--- src/include/cpu_cfg.svh ---
`ifndef CPU_CFG_SVH
`define CPU_CFG_SVH

// Data and address width
`define CFG_XLEN 32

// Data RAM depth in 32-bit words
`define CFG_DMEM_WORDS 256

// Cycles from request acceptance to response valid, at least 1
`define CFG_DMEM_LATENCY 2

`endif

--- src/rtl/cpu_pkg.sv ---
`include "cpu_cfg.svh"

package cpu_pkg;

	typedef enum logic [2:0] {
		SEL_ALU,
		SEL_MEM,
		SEL_CSR
	} wb_src_e;

	typedef enum logic [2:0] {
		MEM_LB,
		MEM_LBU,
		MEM_LH,
		MEM_LHU,
		MEM_LW,
		MEM_SB,
		MEM_SH,
		MEM_SW
	} mem_op_e;

	localparam logic [31:0] CAUSE_DMEM_BUS_ERROR = 32'd5;	// Access fault on data bus

	typedef struct packed {
		logic [`CFG_XLEN-1:0]	pc;
		logic					rd_wena;
		logic [5:0]				rd_addr;
		logic [`CFG_XLEN-1:0]	rd_data;	// Byte address for memory items
		logic [`CFG_XLEN-1:0]	store_data;
		wb_src_e				wb_src;
		mem_op_e				mem_op;
		logic					exc_pend;
		logic [31:0]			exc_cause;
	} ex_mem_t;

	typedef struct packed {
		logic [`CFG_XLEN-1:0]	pc;
		logic					rd_wena;
		logic [5:0]				rd_addr;
		logic [`CFG_XLEN-1:0]	rd_data;
		wb_src_e				wb_src;
		logic					exc_pend;
		logic [31:0]			exc_cause;
	} mem_wb_t;

	typedef struct packed {
		logic [`CFG_XLEN-1:0]	addr;
		logic					write;
		logic [`CFG_XLEN-1:0]	wdata;
		logic [3:0]				wstrb;
	} dmem_req_t;

	typedef struct packed {
		logic [`CFG_XLEN-1:0]	rdata;
		logic [1:0]				resp;
		logic [1:0]				addr_lo;	// Byte offset of the read
	} dmem_rsp_t;

	function automatic logic is_store(mem_op_e op);
		return op inside {MEM_SB, MEM_SH, MEM_SW};
	endfunction

endpackage

--- src/rtl/dmem_request.sv ---
module dmem_request (
	input	logic					clk,
	input	logic					reset,
	input	logic					valid_in,
	input	cpu_pkg::ex_mem_t		ex_in,
	input	logic					issue_ok,
	input	logic					accept,
	input	logic					flush_out,
	output	logic					req_valid,
	output	cpu_pkg::dmem_req_t		req
);

	logic				issued;
	logic				issue_now;
	logic [1:0]			lane;
	cpu_pkg::dmem_req_t	req_next;

	assign issue_now = valid_in && ex_in.wb_src == cpu_pkg::SEL_MEM && !ex_in.exc_pend &&
		issue_ok && !issued;
	assign lane = ex_in.rd_data[1:0];

	always_comb begin
		req_next.addr = ex_in.rd_data;
		req_next.write = cpu_pkg::is_store(ex_in.mem_op);
		req_next.wdata = ex_in.store_data << {lane, 3'b000};	// Move data to its byte lane
		case (ex_in.mem_op)
			cpu_pkg::MEM_SB:	req_next.wstrb = 4'b0001 << lane;
			cpu_pkg::MEM_SH:	req_next.wstrb = 4'b0011 << lane;
			cpu_pkg::MEM_SW:	req_next.wstrb = 4'b1111;
			default:			req_next.wstrb = 4'b0000;	// Loads write nothing
		endcase
	end

	always_ff @(posedge clk, posedge reset) begin
		if (reset) begin
			req_valid <= 1'b0;
			issued <= 1'b0;
		end else begin
			req_valid <= issue_now;
			if (accept || flush_out)
				issued <= 1'b0;	// Item has left the stage input
			else if (issue_now)
				issued <= 1'b1;
		end
	end

	always_ff @(posedge clk) begin
		if (issue_now)
			req <= req_next;
	end

endmodule

--- config.mk ---
export PLATFORM = sky130hd
export DESIGN_NAME = dmem_request
export DESIGN_NICKNAME = d
export VERILOG_FILES = /design/src/rtl/cpu_pkg.sv /design/src/rtl/dmem_request.sv
export VERILOG_INCLUDE_DIRS = /design/src /design/src/include
export SDC_FILE = /design/constraint.sdc
export NUM_CORES = 1
export LEC_CHECK = 0
export BUFFER_PORTS_ARGS = -buffer_cell sky130_fd_sc_hd__clkbuf_2
export CAP_MARGIN = 25
export CORE_AREA = 2 2 85 87
export CTS_CLUSTER_DIAMETER = 30
export DETAILED_ROUTE_END_ITERATION = 10
export DIE_AREA = 0 0 87 89
export GPL_ROUTABILITY_DRIVEN = 0
export PLACE_DENSITY_LB_ADDON = 0.2
export REMOVE_ABC_BUFFERS = 1
export SLEW_MARGIN = 30
export SYNTH_ARGS = -nofsm -noshare
export SYNTH_HDL_FRONTEND = slang
export SYNTH_SLANG_ARGS = --single-unit
--- constraint.sdc ---
create_clock -name clk -period 4.4 [get_ports clk]
set_input_delay 0.22 -clock clk [delete_from_list [all_inputs] [get_ports clk]]
set_output_delay 0.22 -clock clk [all_outputs]
set_load 0.01 [all_outputs]
==> results of run 1 <==
## flip-flops by register name, summed over array words and instances, names as in the netlist
signal	cells
issued	1
req	69
req_valid	1
## power groups by stage
stage	registers [uW]	logic [uW]	clock network (uW)
CTS	753	110	584
detailed placement	768	109	0
global route	753	122	617
finish	753	109	565
floorplan	773	38.8	0
global placement	768	107	0
## per-stage QoR
stage,area [sq um],hold slack [ns],power (uW),std cells
3_3_place_gp,3607,0.05712,874.5,393
4_1_cts,3840,0.02012,1447,410
2_1_floorplan,2768,-0.03882,811.3,166
3_5_place_dp,3610,0.05620,877.3,393
6_report,3844,0.03976,1427,410
5_1_grt,3844,0.02915,1492,410
## final cells by class
cell class / instances / area, sq um
inverter: 2 / 7.507
fill: 572 / 2875
clock inverter: 7 / 96.34
timing repair buffer: 148 / 750.7
clock buffer: 9 / 123.9
multi-input combinational: 93 / 643.1
tap: 80 / 100.1
sequential: 71 / 2122
## layout by cell type (no fill, tap or decap), drive strengths merged, types with 2 or more instances in the layout
master / netlist / routed
dfrtp: 2 / 2
o21ai: 12 / 12
clkinv: 0 / 4
clkbuf: 1 / 155
nor2: 10 / 10
a21oi: 9 / 9
mux2i: 16 / 16
nor2b: 7 / 7
and2: 8 / 8
bufinv: 0 / 2
a211oi: 8 / 8
a21boi: 2 / 2
nand2: 10 / 10
and2b: 3 / 3
inv: 2 / 3
edfxtp: 69 / 69
## logic make-up (layout without fill, tap and decap cells)
logic type	after synthesis	after routing	synth area share [%]
buffers and inverters	11	166	3.499
AO/OA/AOI/OAI	34	34	8.530
multiplexers	16	16	5.599
AND/OR/NAND/NOR	43	43	8.180
flip-flops	71	71	74.19
## routing by layer
layer  up-vias  wire (um)
met2       123       2826
met1       932       2579
met3         6        745
li1        959          -
met5         -          0
met4         0         59
## path summary, 6_finish.rpt
path / startpoint / endpoint / slack, ns / cells past startpoint
max in group asynchronous: reset / req_valid$_DFF_PP0_ / 3.99 / 3
min: accept / issued$_DFFE_PP0P_ / 0.04 / 2
min reg2reg: issued$_DFFE_PP0P_ / issued$_DFFE_PP0P_ / 0.60 / 2
max reg2reg: issued$_DFFE_PP0P_ / req[22]$_DFFE_PP_ / 2.52 / 3
max: issued$_DFFE_PP0P_ / req[22]$_DFFE_PP_ / 2.52 / 3
min in group asynchronous: reset / issued$_DFFE_PP0P_ / 0.30 / 3
## repair_timing
item | in CTS | in global routing
hold endpoints to repair | 2 | 0
buffers inserted | 0 | 0
gates resized for setup | 0 | 0
hold buffers | 1 | 0
==> Implementation_results.wiki, run 1 <==
{| class="wikitable"
! Metric !! Value
|-
| Share of synthesized flip-flops with an asynchronous set or reset || 2.817%
|-
| Total number of nets in the final design || 473
|-
| Gate count after technology mapping || roughly 180
|-
| Top post-synthesis cells by count || 69 x sky130_fd_sc_hd__edfxtp_1, 16 x sky130_fd_sc_hd__mux2i_1, 11 x sky130_fd_sc_hd__o21ai_1
|-
| CTS Buf Count || 9
|-
| Largest buffer count on any clock path || 2
|-
| Std cell rows || 30
|-
| Total negative setup slack || 0 ns
|-
| Worst slew margin relative to its limit || about two fifths
|-
| Result of the run || finished clean
|-
| Part of the power in registers || 52.8%
|-
| Floorplan die width || 87 um
|-
| Met1 GRT Util || between 20% and 30%
|-
| Top-count cell post-synth || sky130_fd_sc_hd__edfxtp_1
|-
| Number of antenna violations at the first check in global routing || 0
|-
| Biggest area contributors in the synthesized netlist || sky130_fd_sc_hd__edfxtp_1 72%, sky130_fd_sc_hd__mux2i_1 5.6%, sky130_fd_sc_hd__a211oi_2 3.5%
|-
| Wire length per cell after detailed routing || 15.15 um
|-
| Internal power || between 1000 and 1500 uW
|-
| Post-synthesis cell area || approximately 0.0029 sq mm
|-
| Core Area || roughly 0.0067 sq mm
|-
| Routing usage on met2 || 23.32%
|-
| Sum of routed wire length over all layers || ~6.2 mm
|-
| Top achievable clock speed || between 0.5 and 0.6 GHz
|-
| Share of post-route cells with drive strength above 1 || between 50% and 60%
|-
| Number of enable flip-flop cells after synthesis || 69
|-
| Largest delay contributor family on the critical path || simple AND/OR/NAND/NOR gates
|-
| Total iterations of the first detailed-routing run || 4
|-
| Die area || approximately 0.0077 sq mm
|-
| Max-cap viol count || 0
|-
| Vertical die dimension || slightly below 90 um
|-
| Latest clock arrival within the worst-skew pair || ~0.33 ns
|-
| WP buf/inv || 1
|-
| Wire length of the first global-routing pass || ~9.2 mm
|-
| Worst Tran Pin Value || ~0.88 ns
|-
| Number of pins exceeding their max-slew limit in the final report || 0
|-
| DRC violations left || 0
|-
| Iter 0 DRT Violations || 91
|-
| Combinational power share || under 10%
|-
| Path type of the worst setup path || reg2reg
|-
| Switching power share of the total || between 20% and 30%
|-
| Cell-by-cell trace of the critical path || nor2_1 -> and3_4 -> buf_4
|-
| Post-synthesis average cell area || approximately 16 sq um
|-
| Kind of end point of the critical path || flip-flop
|-
| Dominant cell type by area after synthesis || sky130_fd_sc_hd__edfxtp_1
|-
| Peak supply drop || 0.1338 mV
|-
| Required time of the critical path || 4.39 ns
|-
| Final period utilization || 42.80%
|-
| Seq cells post-synth || approximately 70
|-
| Leakage power of the design || about 0.0016 uW
|-
| Clock share of power || around 40%
|-
| Synth Warn # || 0
|-
| Largest stage delay on the critical path || roughly 0.58 ns
|-
| Met3 routing resource usage after global routing || about 6.6%
|-
| Class of the tightest hold or removal check || in2reg
|-
| Detail Placement HPWL || around 4.4 mm
|-
| Initial Utilization || between 40 and 50%
|-
| Fin crit period || 1.883 ns
|-
| Util after Layout || roughly 57%
|-
| Areal power density over the cells || approximately 370 mW/mm^2
|-
| Number of failing hold endpoints at the final stage || 0
|-
| Max FO, Critical Path || 43
|-
| Worst slack at placement || 1.986 ns
|-
| # setup viols final || 0
|-
| Distinct cell type count of the synthesized netlist || 32
|-
| IO Count || approximately 220
|-
| Most crowded layer after global routing || met2
|-
| Switching component of the power || between 300 and 400 uW
|-
| Synth-to-Final Area Change || 34.38%
|-
| Via density per instance || 4.927
|-
| Vias after detailed routing || between 2,000 and 2,500
|-
| Unrepaired setup endpoints after global routing || no
|-
| Clock tree from TritonCTS || yes
|-
| Number of port buffers || 146
|-
| Clock root buffer || sky130_fd_sc_hd__clkbuf_8
|-
| Antenna violation net count after detailed routing || 0
|-
| Sink count of the clock tree || 71
|-
| Final global-route overflow total || 0
|-
| Maximum number of pins on one net before global-route repair || between 40 and 50
|-
| Crit path max-delay cell type || sky130_fd_sc_hd__and3_4
|-
| Clock slew at the register clock pins of the worst setup and hold paths || 0.08 ns
|-
| Signal arrival time at the worst endpoint || 1.88 ns
|-
| Number of antenna cells inserted || 0
|-
| Depth of the CTS H-tree || 3
|-
| Proportion of netlist area held by the largest area contributor || between 70% and 80%
|-
| Part of the Yosys area used for sequential elements || approximately 74%
|-
| Clock Skews || 0.005382 ns
|-
| All-Layer GR Usage || roughly 16%
|-
| Most frequently used flop master after synthesis || sky130_fd_sc_hd__edfxtp_1
|-
| Category of the worst setup path launch point || flip-flop
|-
| Setup ws final || approximately 2.5 ns
|-
| Via count of the first global-routing pass || approximately 1,800
|}
Note: power is estimated with default switching activity, not from simulation.
==> inputs of run 2 (changes only) <==
--- a/config.mk
+++ b/config.mk
@@ -6,12 +6,12 @@
 export SDC_FILE = /design/constraint.sdc
 export NUM_CORES = 1
 export LEC_CHECK = 0
+export ABC_AREA = 1
 export BUFFER_PORTS_ARGS = -buffer_cell sky130_fd_sc_hd__clkbuf_2
 export CAP_MARGIN = 25
-export CORE_AREA = 2 2 85 87
+export CORE_UTILIZATION = 36
 export CTS_CLUSTER_DIAMETER = 30
 export DETAILED_ROUTE_END_ITERATION = 10
-export DIE_AREA = 0 0 87 89
 export GPL_ROUTABILITY_DRIVEN = 0
 export PLACE_DENSITY_LB_ADDON = 0.2
 export REMOVE_ABC_BUFFERS = 1
==> constraint.sdc (replaced) <==
create_clock -name clk -period 1.65 [get_ports clk]
set_input_delay 0.0825 -clock clk [delete_from_list [all_inputs] [get_ports clk]]
set_output_delay 0.0825 -clock clk [all_outputs]
set_load 0.01 [all_outputs]
==> run 2 against run 1 <==
Effect of this change: critical path depth rose by 2; highest routed layer unchanged; sequential share of layout area fell by 6.0 points; clock-buffer cell count rose by 1; synthesized cell count rose by 21%; non-clock buffer count rose by 35; first-iteration DRC count fell by 4.4%; combinational power rose to 3.4 times the previous value.
==> Implementation_results.wiki, run 2 <==
{| class="wikitable"
! Metric !! Value
|-
| Worst Tran Pin Value || 0.4055 ns (-0.4795 ns)
|-
| Non-filler instance count after layout || 506 (+23%)
|-
| Post-synthesis average cell area || 13.60 sq um (-17%)
|-
| Met3 routing resource usage after global routing || 5.025% (-1.5 points)
|-
| Latest clock arrival within the worst-skew pair || 0.34 ns (about the same)
|-
| Synth Warn # || 0 (unchanged)
|-
| Std cell rows || 32 (+6.7%)
|-
| Vertical die dimension || 91.27 um (+2.6%)
|-
| Detail Placement HPWL || 4.669 mm (+6.0%)
|-
| Signal arrival time at the worst endpoint || 1.68 ns (-0.20 ns)
|-
| Result of the run || finished clean
|-
| Number of failing hold endpoints at the final stage || 0 (unchanged)
|-
| Number of antenna cells inserted || 0 (unchanged)
|-
| Post-synthesis cell area || 0.002869 sq mm (+0.31%)
|-
| Initial Utilization || 37.13% (-5.4 points)
|-
| Largest delay contributor family on the critical path || buffers and inverters
|-
| Combined flip-flop and latch cell area || 0.002122 sq mm (unchanged)
|-
| CTS Buf Count || 9 (unchanged)
|-
| Number of antenna violations at the first check in global routing || 0 (unchanged)
|-
| Clock Skews || 0.009790 ns (+0.004408 ns)
|-
| Largest buffer count on any clock path || 2 (unchanged)
|-
| Top flop regs || req (69), issued (1), req_valid (1)
|-
| Final global-route overflow total || 0 (unchanged)
|-
| Number of buffers inserted by post-CTS setup repair || 0 (unchanged)
|-
| Top reg by flops || req
|-
| Share of synthesized flip-flops with an asynchronous set or reset || 2.817% (unchanged)
|-
| Top post-synthesis cells by count || 69 x sky130_fd_sc_hd__edfxtp_1, 44 x sky130_fd_sc_hd__nand2_1, 21 x sky130_fd_sc_hd__inv_1
|-
| All-Layer GR Usage || 17.49% (+1.6 points)
|-
| Synth-to-Final Area Change || 50.20%
|-
| Part of the Yosys area used for sequential elements || 73.96% (-0.23 points)
|-
| Top achievable clock speed || ~0.71 GHz
|-
| Path type of the worst setup path || in2reg
|-
| Max FO, Critical Path || 1 (-98%)
|-
| Areal power density over the cells || 905.5 mW/mm^2 (+140%)
|-
| Iter 0 DRT Violations || 87 (-4.4%)
|-
| WP buf/inv || 3 (+2)
|-
| Peak supply drop || 0.3690 mV (+180%)
|-
| Category of the worst setup path launch point || input pin
|-
| Sum of routed wire length over all layers || 6.788 mm (+9.3%)
|-
| Worst slack at placement || 0.4542 ns (-1.532 ns)
|-
| CP most frequent cell || sky130_fd_sc_hd__dlygate4sd3_1
|-
| Total iterations of the first detailed-routing run || 4 (unchanged)
|-
| Crit path max-delay cell type || sky130_fd_sc_hd__dlygate4sd3_1
|-
| FILL cells || 662 (+16%)
|-
| Class of the tightest hold or removal check || in2reg
|-
| Total number of nets in the final design || 547 (+16%)
|-
| Most crowded layer after global routing || met2
|-
| Clock slew at the register clock pins of the worst setup and hold paths || 0.08 ns (about the same)
|-
| Routing usage on met2 || 28.47% (+5.2 points)
|-
| Clock root buffer || sky130_fd_sc_hd__clkbuf_8
|-
| Seq cells post-synth || 71 (unchanged)
|-
| Largest stage delay on the critical path || 0.56 ns (-0.02 ns)
|-
| Required time of the critical path || 1.92 ns (-2.47 ns)
|-
| Kind of end point of the critical path || flip-flop
|-
| Distinct cell type count of the synthesized netlist || 21 (-34%)
|-
| Wire length of the first global-routing pass || 10.92 mm (+18%)
|-
| Fin crit period || about 1.4 ns
|-
| Share of post-route cells with drive strength above 1 || 46.53% (-6.5 points)
|-
| Via density per instance || 4.512 (-8.4%)
|-
| Setup ws final || 0.2428 ns (-2.274 ns)
|-
| Commonest non-fill, non-tap cell in the layout || sky130_fd_sc_hd__clkbuf_2
|-
| Floorplan die width || 91.27 um (+4.9%)
|-
| Unrepaired setup endpoints after global routing || no
|-
| Vias after detailed routing || 2,283 (+13%)
|-
| Cell-by-cell trace of the critical path || dlygate4sd3_1 -> clkbuf_2 -> or2_2 -> dlygate4sd3_1 -> a21oi_1
|-
| Depth of the CTS H-tree || 3 (unchanged)
|-
| Top-count cell post-synth || sky130_fd_sc_hd__edfxtp_1
|-
| Worst slew margin relative to its limit || 72.93% (+32 points)
|-
| Core Area || 0.007727 sq mm (+15%)
|-
| Overall power || 3902 uW (+170%)
|-
| Cells after DPL || 457 (+16%)
|-
| Clock tree from TritonCTS || yes
|-
| Top library cells by usage in the layout, fill and taps aside || 146 x sky130_fd_sc_hd__clkbuf_2, 69 x sky130_fd_sc_hd__edfxtp_1, 44 x sky130_fd_sc_hd__nand2_1
|-
| Proportion of netlist area held by the largest area contributor || 72.22% (-0.22 points)
|-
| Most frequently used flop master after synthesis || sky130_fd_sc_hd__edfxtp_1
|-
| Gate count after technology mapping || 211 (+21%)
|-
| Dominant cell type by area after synthesis || sky130_fd_sc_hd__edfxtp_1
|-
| Wire length per cell after detailed routing || 13.42 um (-11%)
|-
| Number of cells upsized or downsized after cts || 0 (unchanged)
|-
| Max reg flops || 69 (unchanged)
|-
| Antenna violation net count after detailed routing || 0 (unchanged)
|-
| Final period utilization || a little under nine tenths
|-
| Die area || 0.008330 sq mm (+7.6%)
|-
| Multi-input gate area || 614.3 sq um (-4.5%)
|-
| Max-cap viol count || 0 (unchanged)
|-
| Util after Layout || 55.76% (-1.4 points)
|-
| Leakage power of the design || 0.001903 uW (+18%)
|-
| Maximum number of pins on one net before global-route repair || 36 (-18%)
|-
| Number of enable flip-flop cells after synthesis || 69 (unchanged)
|-
| DRC violations left || 0 (unchanged)
|-
| Biggest area contributors in the synthesized netlist || sky130_fd_sc_hd__edfxtp_1 72%, sky130_fd_sc_hd__nand2_1 5.8%, sky130_fd_sc_hd__o211ai_2 3.9%
|-
| IO Count || 218 (unchanged)
|-
| Number of pins exceeding their max-slew limit in the final report || 0 (unchanged)
|-
| Via count of the first global-routing pass || 2,246 (+23%)
|-
| Sink count of the clock tree || 71 (unchanged)
|-
| Number of port buffers || 146 (unchanged)
|-
| Met1 GRT Util || 21.83% (+0.84 points)
|-
| # setup viols final || 0 (unchanged)
|}
-- run 2: cell count changes in the layout (fill, tap and decap cells not counted), sizes merged, moves of 12 or more --
cell	before	now
dlygate4sd3	1	33
inv	3	25
mux2i	16	0
nand2	10	46
nor2	10	22
o211ai	0	16
-- run 2: worst min-delay path: stages --
cell and delay [ns]:
sky130_fd_sc_hd__clkbuf_2 0.09, sky130_fd_sc_hd__nand2_1 0.06, sky130_fd_sc_hd__o211ai_2 0.05
-- run 2: per-stage QoR --
step           hold WS (ns)  cell area (sq um)  TNS (ns)
2_1_floorplan       -0.1763               2824   -149.16
3_3_place_gp       -0.08582               3757         0
3_5_place_dp       -0.08365               3757         0
4_1_cts             0.02951               4309         0
5_1_grt             0.03748               4309         0
6_report            0.04625               4309         0
-- run 2: kinds of logic (layout without fill, tap and decap cells) --
kind of cell / count (synthesis) / in the layout / share of synthesized area [%]
and+or+nand+nor: 76 / 76 / 11.60
DFF: 71 / 71 / 73.96
buffers and inverters: 30 / 223 / 4.885
AOI/OAI and AO/OA: 34 / 34 / 9.551
-- run 2: cell type report --
class	instances	area share (%)
clock buffer	10	2.962
clock inverter	6	2.178
inverter	24	2.207
multi-input combinational	110	14.26
sequential	71	49.25
tap	102	2.962
timing repair buffer	183	26.19
-- run 2: metal layers --
metal	share of wire (%)	vias up
met5	0	-
met4	1.3	0
met3	8.5	10
met2	48	111
met1	43	1041
li1	-	1121
-- run 2: final timing paths --
kind / start / end / slack [ns] / cells past startpoint
max in group asynchronous: reset / req_valid$_DFF_PP0_ / 1.43 / 3
min in group asynchronous: reset / issued$_DFFE_PP0P_ / 0.11 / 3
worst max-delay path: accept / issued$_DFFE_PP0P_ / 0.24 / 5
worst max register to register: issued$_DFFE_PP0P_ / req[14]$_SDFFCE_PP0P_ / 0.49 / 2
worst min-delay path: ex_in[48] / req[21]$_DFFE_PP_ / 0.05 / 3
worst min register to register: issued$_DFFE_PP0P_ / issued$_DFFE_PP0P_ / 0.57 / 2
-- run 2: what timing repair did --
action                                 4_1_cts  5_1_grt
setup endpoints to repair                    0        0
endpoints found under the hold margin       33        0
hold buffers                                33        0
-- run 2: power breakdown --
part | total [uW] | switching, uW | internal [uW] | leakage [uW]
clock | 1540 | 676 | 862 | 0.000107
combinational | 366 | 180 | 186 | 0.00115
sequential | 2000 | 2.97 | 1990 | 0.000648
total | 3900 | 858 | 3040 | 0.00190
==> inputs of run 3 (changes only) <==
==> constraint.sdc (replaced) <==
create_clock -name clk -period 1.65 [get_ports clk]
set_input_delay 0.33 -clock clk [delete_from_list [all_inputs] [get_ports clk]]
set_output_delay 0.33 -clock clk [all_outputs]
set_load 0.01 [all_outputs]
==> run 3 against run 2 <==
Effect of this change: utilization down 4.2 points; sequential cell count unchanged; combinational power down 16%; wire length down 4.6%.
==> Implementation_results.wiki, run 3 (synthesized netlist as in run 2, its figures left out) <==
{| class="wikitable"
! Metric !! Value
|-
| Result of the run || finished clean
|-
| Clock tree from TritonCTS || yes
|-
| Synth-to-Final Area Change || 38.99%
|-
| Number of antenna violations at the first check in global routing || 0 (unchanged)
|-
| Final period utilization || 72.22% (-13 points)
|-
| Max FO, Critical Path || 1 (unchanged)
|-
| Total number of nets in the final design || 515 (-5.9%)
|-
| Antenna violation net count after detailed routing || 0 (unchanged)
|-
| Leakage power of the design || 0.001767 uW (-7.1%)
|-
| Clock root buffer || sky130_fd_sc_hd__clkbuf_8
|-
| Kind of end point of the critical path || output port
|-
| Maximum number of pins on one net before global-route repair || 36 (unchanged)
|-
| CTS Buf Count || 9 (unchanged)
|-
| Number of cells upsized or downsized after cts || 0 (unchanged)
|-
| Non-filler instance count after layout || 474 (-6.3%)
|-
| Via density per instance || 4.521 (+0.20%)
|-
| Worst Tran Pin Value || 0.4437 ns (+0.03827 ns)
|-
| All-Layer GR Usage || 16.67% (-0.82 points)
|-
| Sink count of the clock tree || 71 (unchanged)
|-
| Iter 0 DRT Violations || 69 (-21%)
|-
| Detail Placement HPWL || 4.694 mm (+0.54%)
|-
| Class of the tightest hold or removal check || in2reg
|-
| Clock Skews || 0.007528 ns (-0.002262 ns)
|-
| Vertical die dimension || 91.27 um (unchanged)
|-
| Category of the worst setup path launch point || flip-flop
|-
| Util after Layout || 51.60% (-4.2 points)
|-
| Max reg flops || 69 (unchanged)
|-
| Unrepaired setup endpoints after global routing || no
|-
| Latest clock arrival within the worst-skew pair || 0.33 ns (about the same)
|-
| Peak supply drop || 0.4037 mV (+9.4%)
|-
| Crit path max-delay cell type || sky130_fd_sc_hd__edfxtp_1
|-
| Cells after DPL || 457 (unchanged)
|-
| Std cell rows || 32 (unchanged)
|-
| Clock slew at the register clock pins of the worst setup and hold paths || 0.08 ns (about the same)
|-
| Cell-by-cell trace of the critical path || clkbuf_2
|-
| Max-cap viol count || 0 (unchanged)
|-
| Wire length per cell after detailed routing || 13.67 um (+1.9%)
|-
| Vias after detailed routing || 2,143 (-6.1%)
|-
| Setup ws final || 0.4583 ns (+0.2155 ns)
|-
| Worst slack at placement || 0.1828 ns (-0.2714 ns)
|-
| Commonest non-fill, non-tap cell in the layout || sky130_fd_sc_hd__clkbuf_2
|-
| Top flop regs || req (69), issued (1), req_valid (1)
|-
| Top achievable clock speed || 0.8392 GHz (+18%)
|-
| Core Area || 0.007727 sq mm (unchanged)
|-
| Top library cells by usage in the layout, fill and taps aside || 146 x sky130_fd_sc_hd__clkbuf_2, 69 x sky130_fd_sc_hd__edfxtp_1, 44 x sky130_fd_sc_hd__nand2_1
|-
| Number of antenna cells inserted || 0 (unchanged)
|-
| WP buf/inv || 1 (-2)
|-
| Top reg by flops || req
|-
| Initial Utilization || 37.13% (unchanged)
|-
| Signal arrival time at the worst endpoint || 0.86 ns (-0.82 ns)
|-
| Number of pins exceeding their max-slew limit in the final report || 0 (unchanged)
|-
| Path type of the worst setup path || reg2out
|-
| Total iterations of the first detailed-routing run || 4 (unchanged)
|-
| Largest stage delay on the critical path || 0.39 ns (-0.17 ns)
|-
| Worst slew margin relative to its limit || 70.42% (-2.5 points)
|-
| Number of buffers inserted by post-CTS setup repair || 0 (unchanged)
|-
| Largest delay contributor family on the critical path || flip-flops
|-
| Share of post-route cells with drive strength above 1 || 50.54% (+4.0 points)
|-
| # setup viols final || 0 (unchanged)
|-
| Die area || 0.008330 sq mm (unchanged)
|-
| Floorplan die width || 91.27 um (unchanged)
|-
| DRC violations left || 0 (unchanged)
|-
| Fin crit period || 1.192 ns (-0.2155 ns)
|-
| Final global-route overflow total || 0 (unchanged)
|-
| IO Count || 218 (unchanged)
|-
| Wire length of the first global-routing pass || 10.30 mm (-5.6%)
|-
| Areal power density over the cells || 958.9 mW/mm^2 (+5.9%)
|-
| FILL cells || 735 (+11%)
|-
| Sum of routed wire length over all layers || 6.478 mm (-4.6%)
|-
| Number of failing hold endpoints at the final stage || 0 (unchanged)
|-
| Hold buffer count at cts || 1 (-97%)
|-
| Required time of the critical path || 1.32 ns (-0.60 ns)
|-
| Number of port buffers || 146 (unchanged)
|-
| Via count of the first global-routing pass || 2,081 (-7.3%)
|-
| Largest buffer count on any clock path || 2 (unchanged)
|-
| Depth of the CTS H-tree || 3 (unchanged)
|}
## run 3: changes by cell type in the layout (fill, tap and decap cells not counted)
| cell | previous run | this run |
|---|---|---|
| sky130_fd_sc_hd__clkinv_4 | 2 | 0 |
| sky130_fd_sc_hd__clkinvlp_4 | 1 | 2 |
| sky130_fd_sc_hd__dlygate4sd3_1 | 33 | 1 |
| sky130_fd_sc_hd__inv_6 | 2 | 3 |
## run 3: per-layer routing
layer	share of wire [%]	routed length [um]	up-vias	GRT usage (%)
met3	9.3	602	11	6.449
li1	-	-	1054	-
met4	1.9	123	0	8.069
met2	45	2929	116	26.45
met1	44	2823	962	19.85
met5	0	0	-	0
## run 3: worst paths after layout
check	from	end	slack, ns	cells after the start
max	req[6]$_SDFFCE_PP0P_	req[6]	0.46	1
min	ex_in[80]	req[46]$_DFFE_PP_	0.16	1
max reg2reg	issued$_DFFE_PP0P_	req[20]$_DFFE_PP_	0.50	2
min reg2reg	issued$_DFFE_PP0P_	issued$_DFFE_PP0P_	0.57	2
max in group asynchronous	reset	req_valid$_DFF_PP0_	1.16	3
min in group asynchronous	reset	issued$_DFFE_PP0P_	0.38	3
## run 3: where the power goes
| part | internal, uW | leakage (uW) | switching (uW) | total (uW) |
|---|---|---|---|---|
| Clock | 862 | 0.000104 | 657 | 1520 |
| Combinational | 137 | 0.00102 | 169 | 306 |
| Sequential | 1990 | 0.000648 | 2.99 | 2000 |
## run 3: layout make-up
class,count,area [sq um],area share [%]
Sequential cell,71,2122,53.22
Timing Repair Buffer,151,808.3,20.27
Multi-Input combinational cell,110,614.3,15.41
Clock buffer,10,127.6,3.200
Tap cell,102,127.6,3.200
Inverter,24,95.09,2.385
Clock inverter,6,92.59,2.322
## run 3: through the flow
stage          power [uW]  hold WS, ns  instance area (sq um)  setup TNS, ns
6_report             3824       0.1649                   3988              0
5_1_grt              3992       0.1371                   3988              0
4_1_cts              3888       0.1429                   3988              0
3_5_place_dp         2349       0.1703                   3757              0
3_3_place_gp         2338       0.1616                   3757              0
2_1_floorplan        2178      0.07118                   2824        -160.17
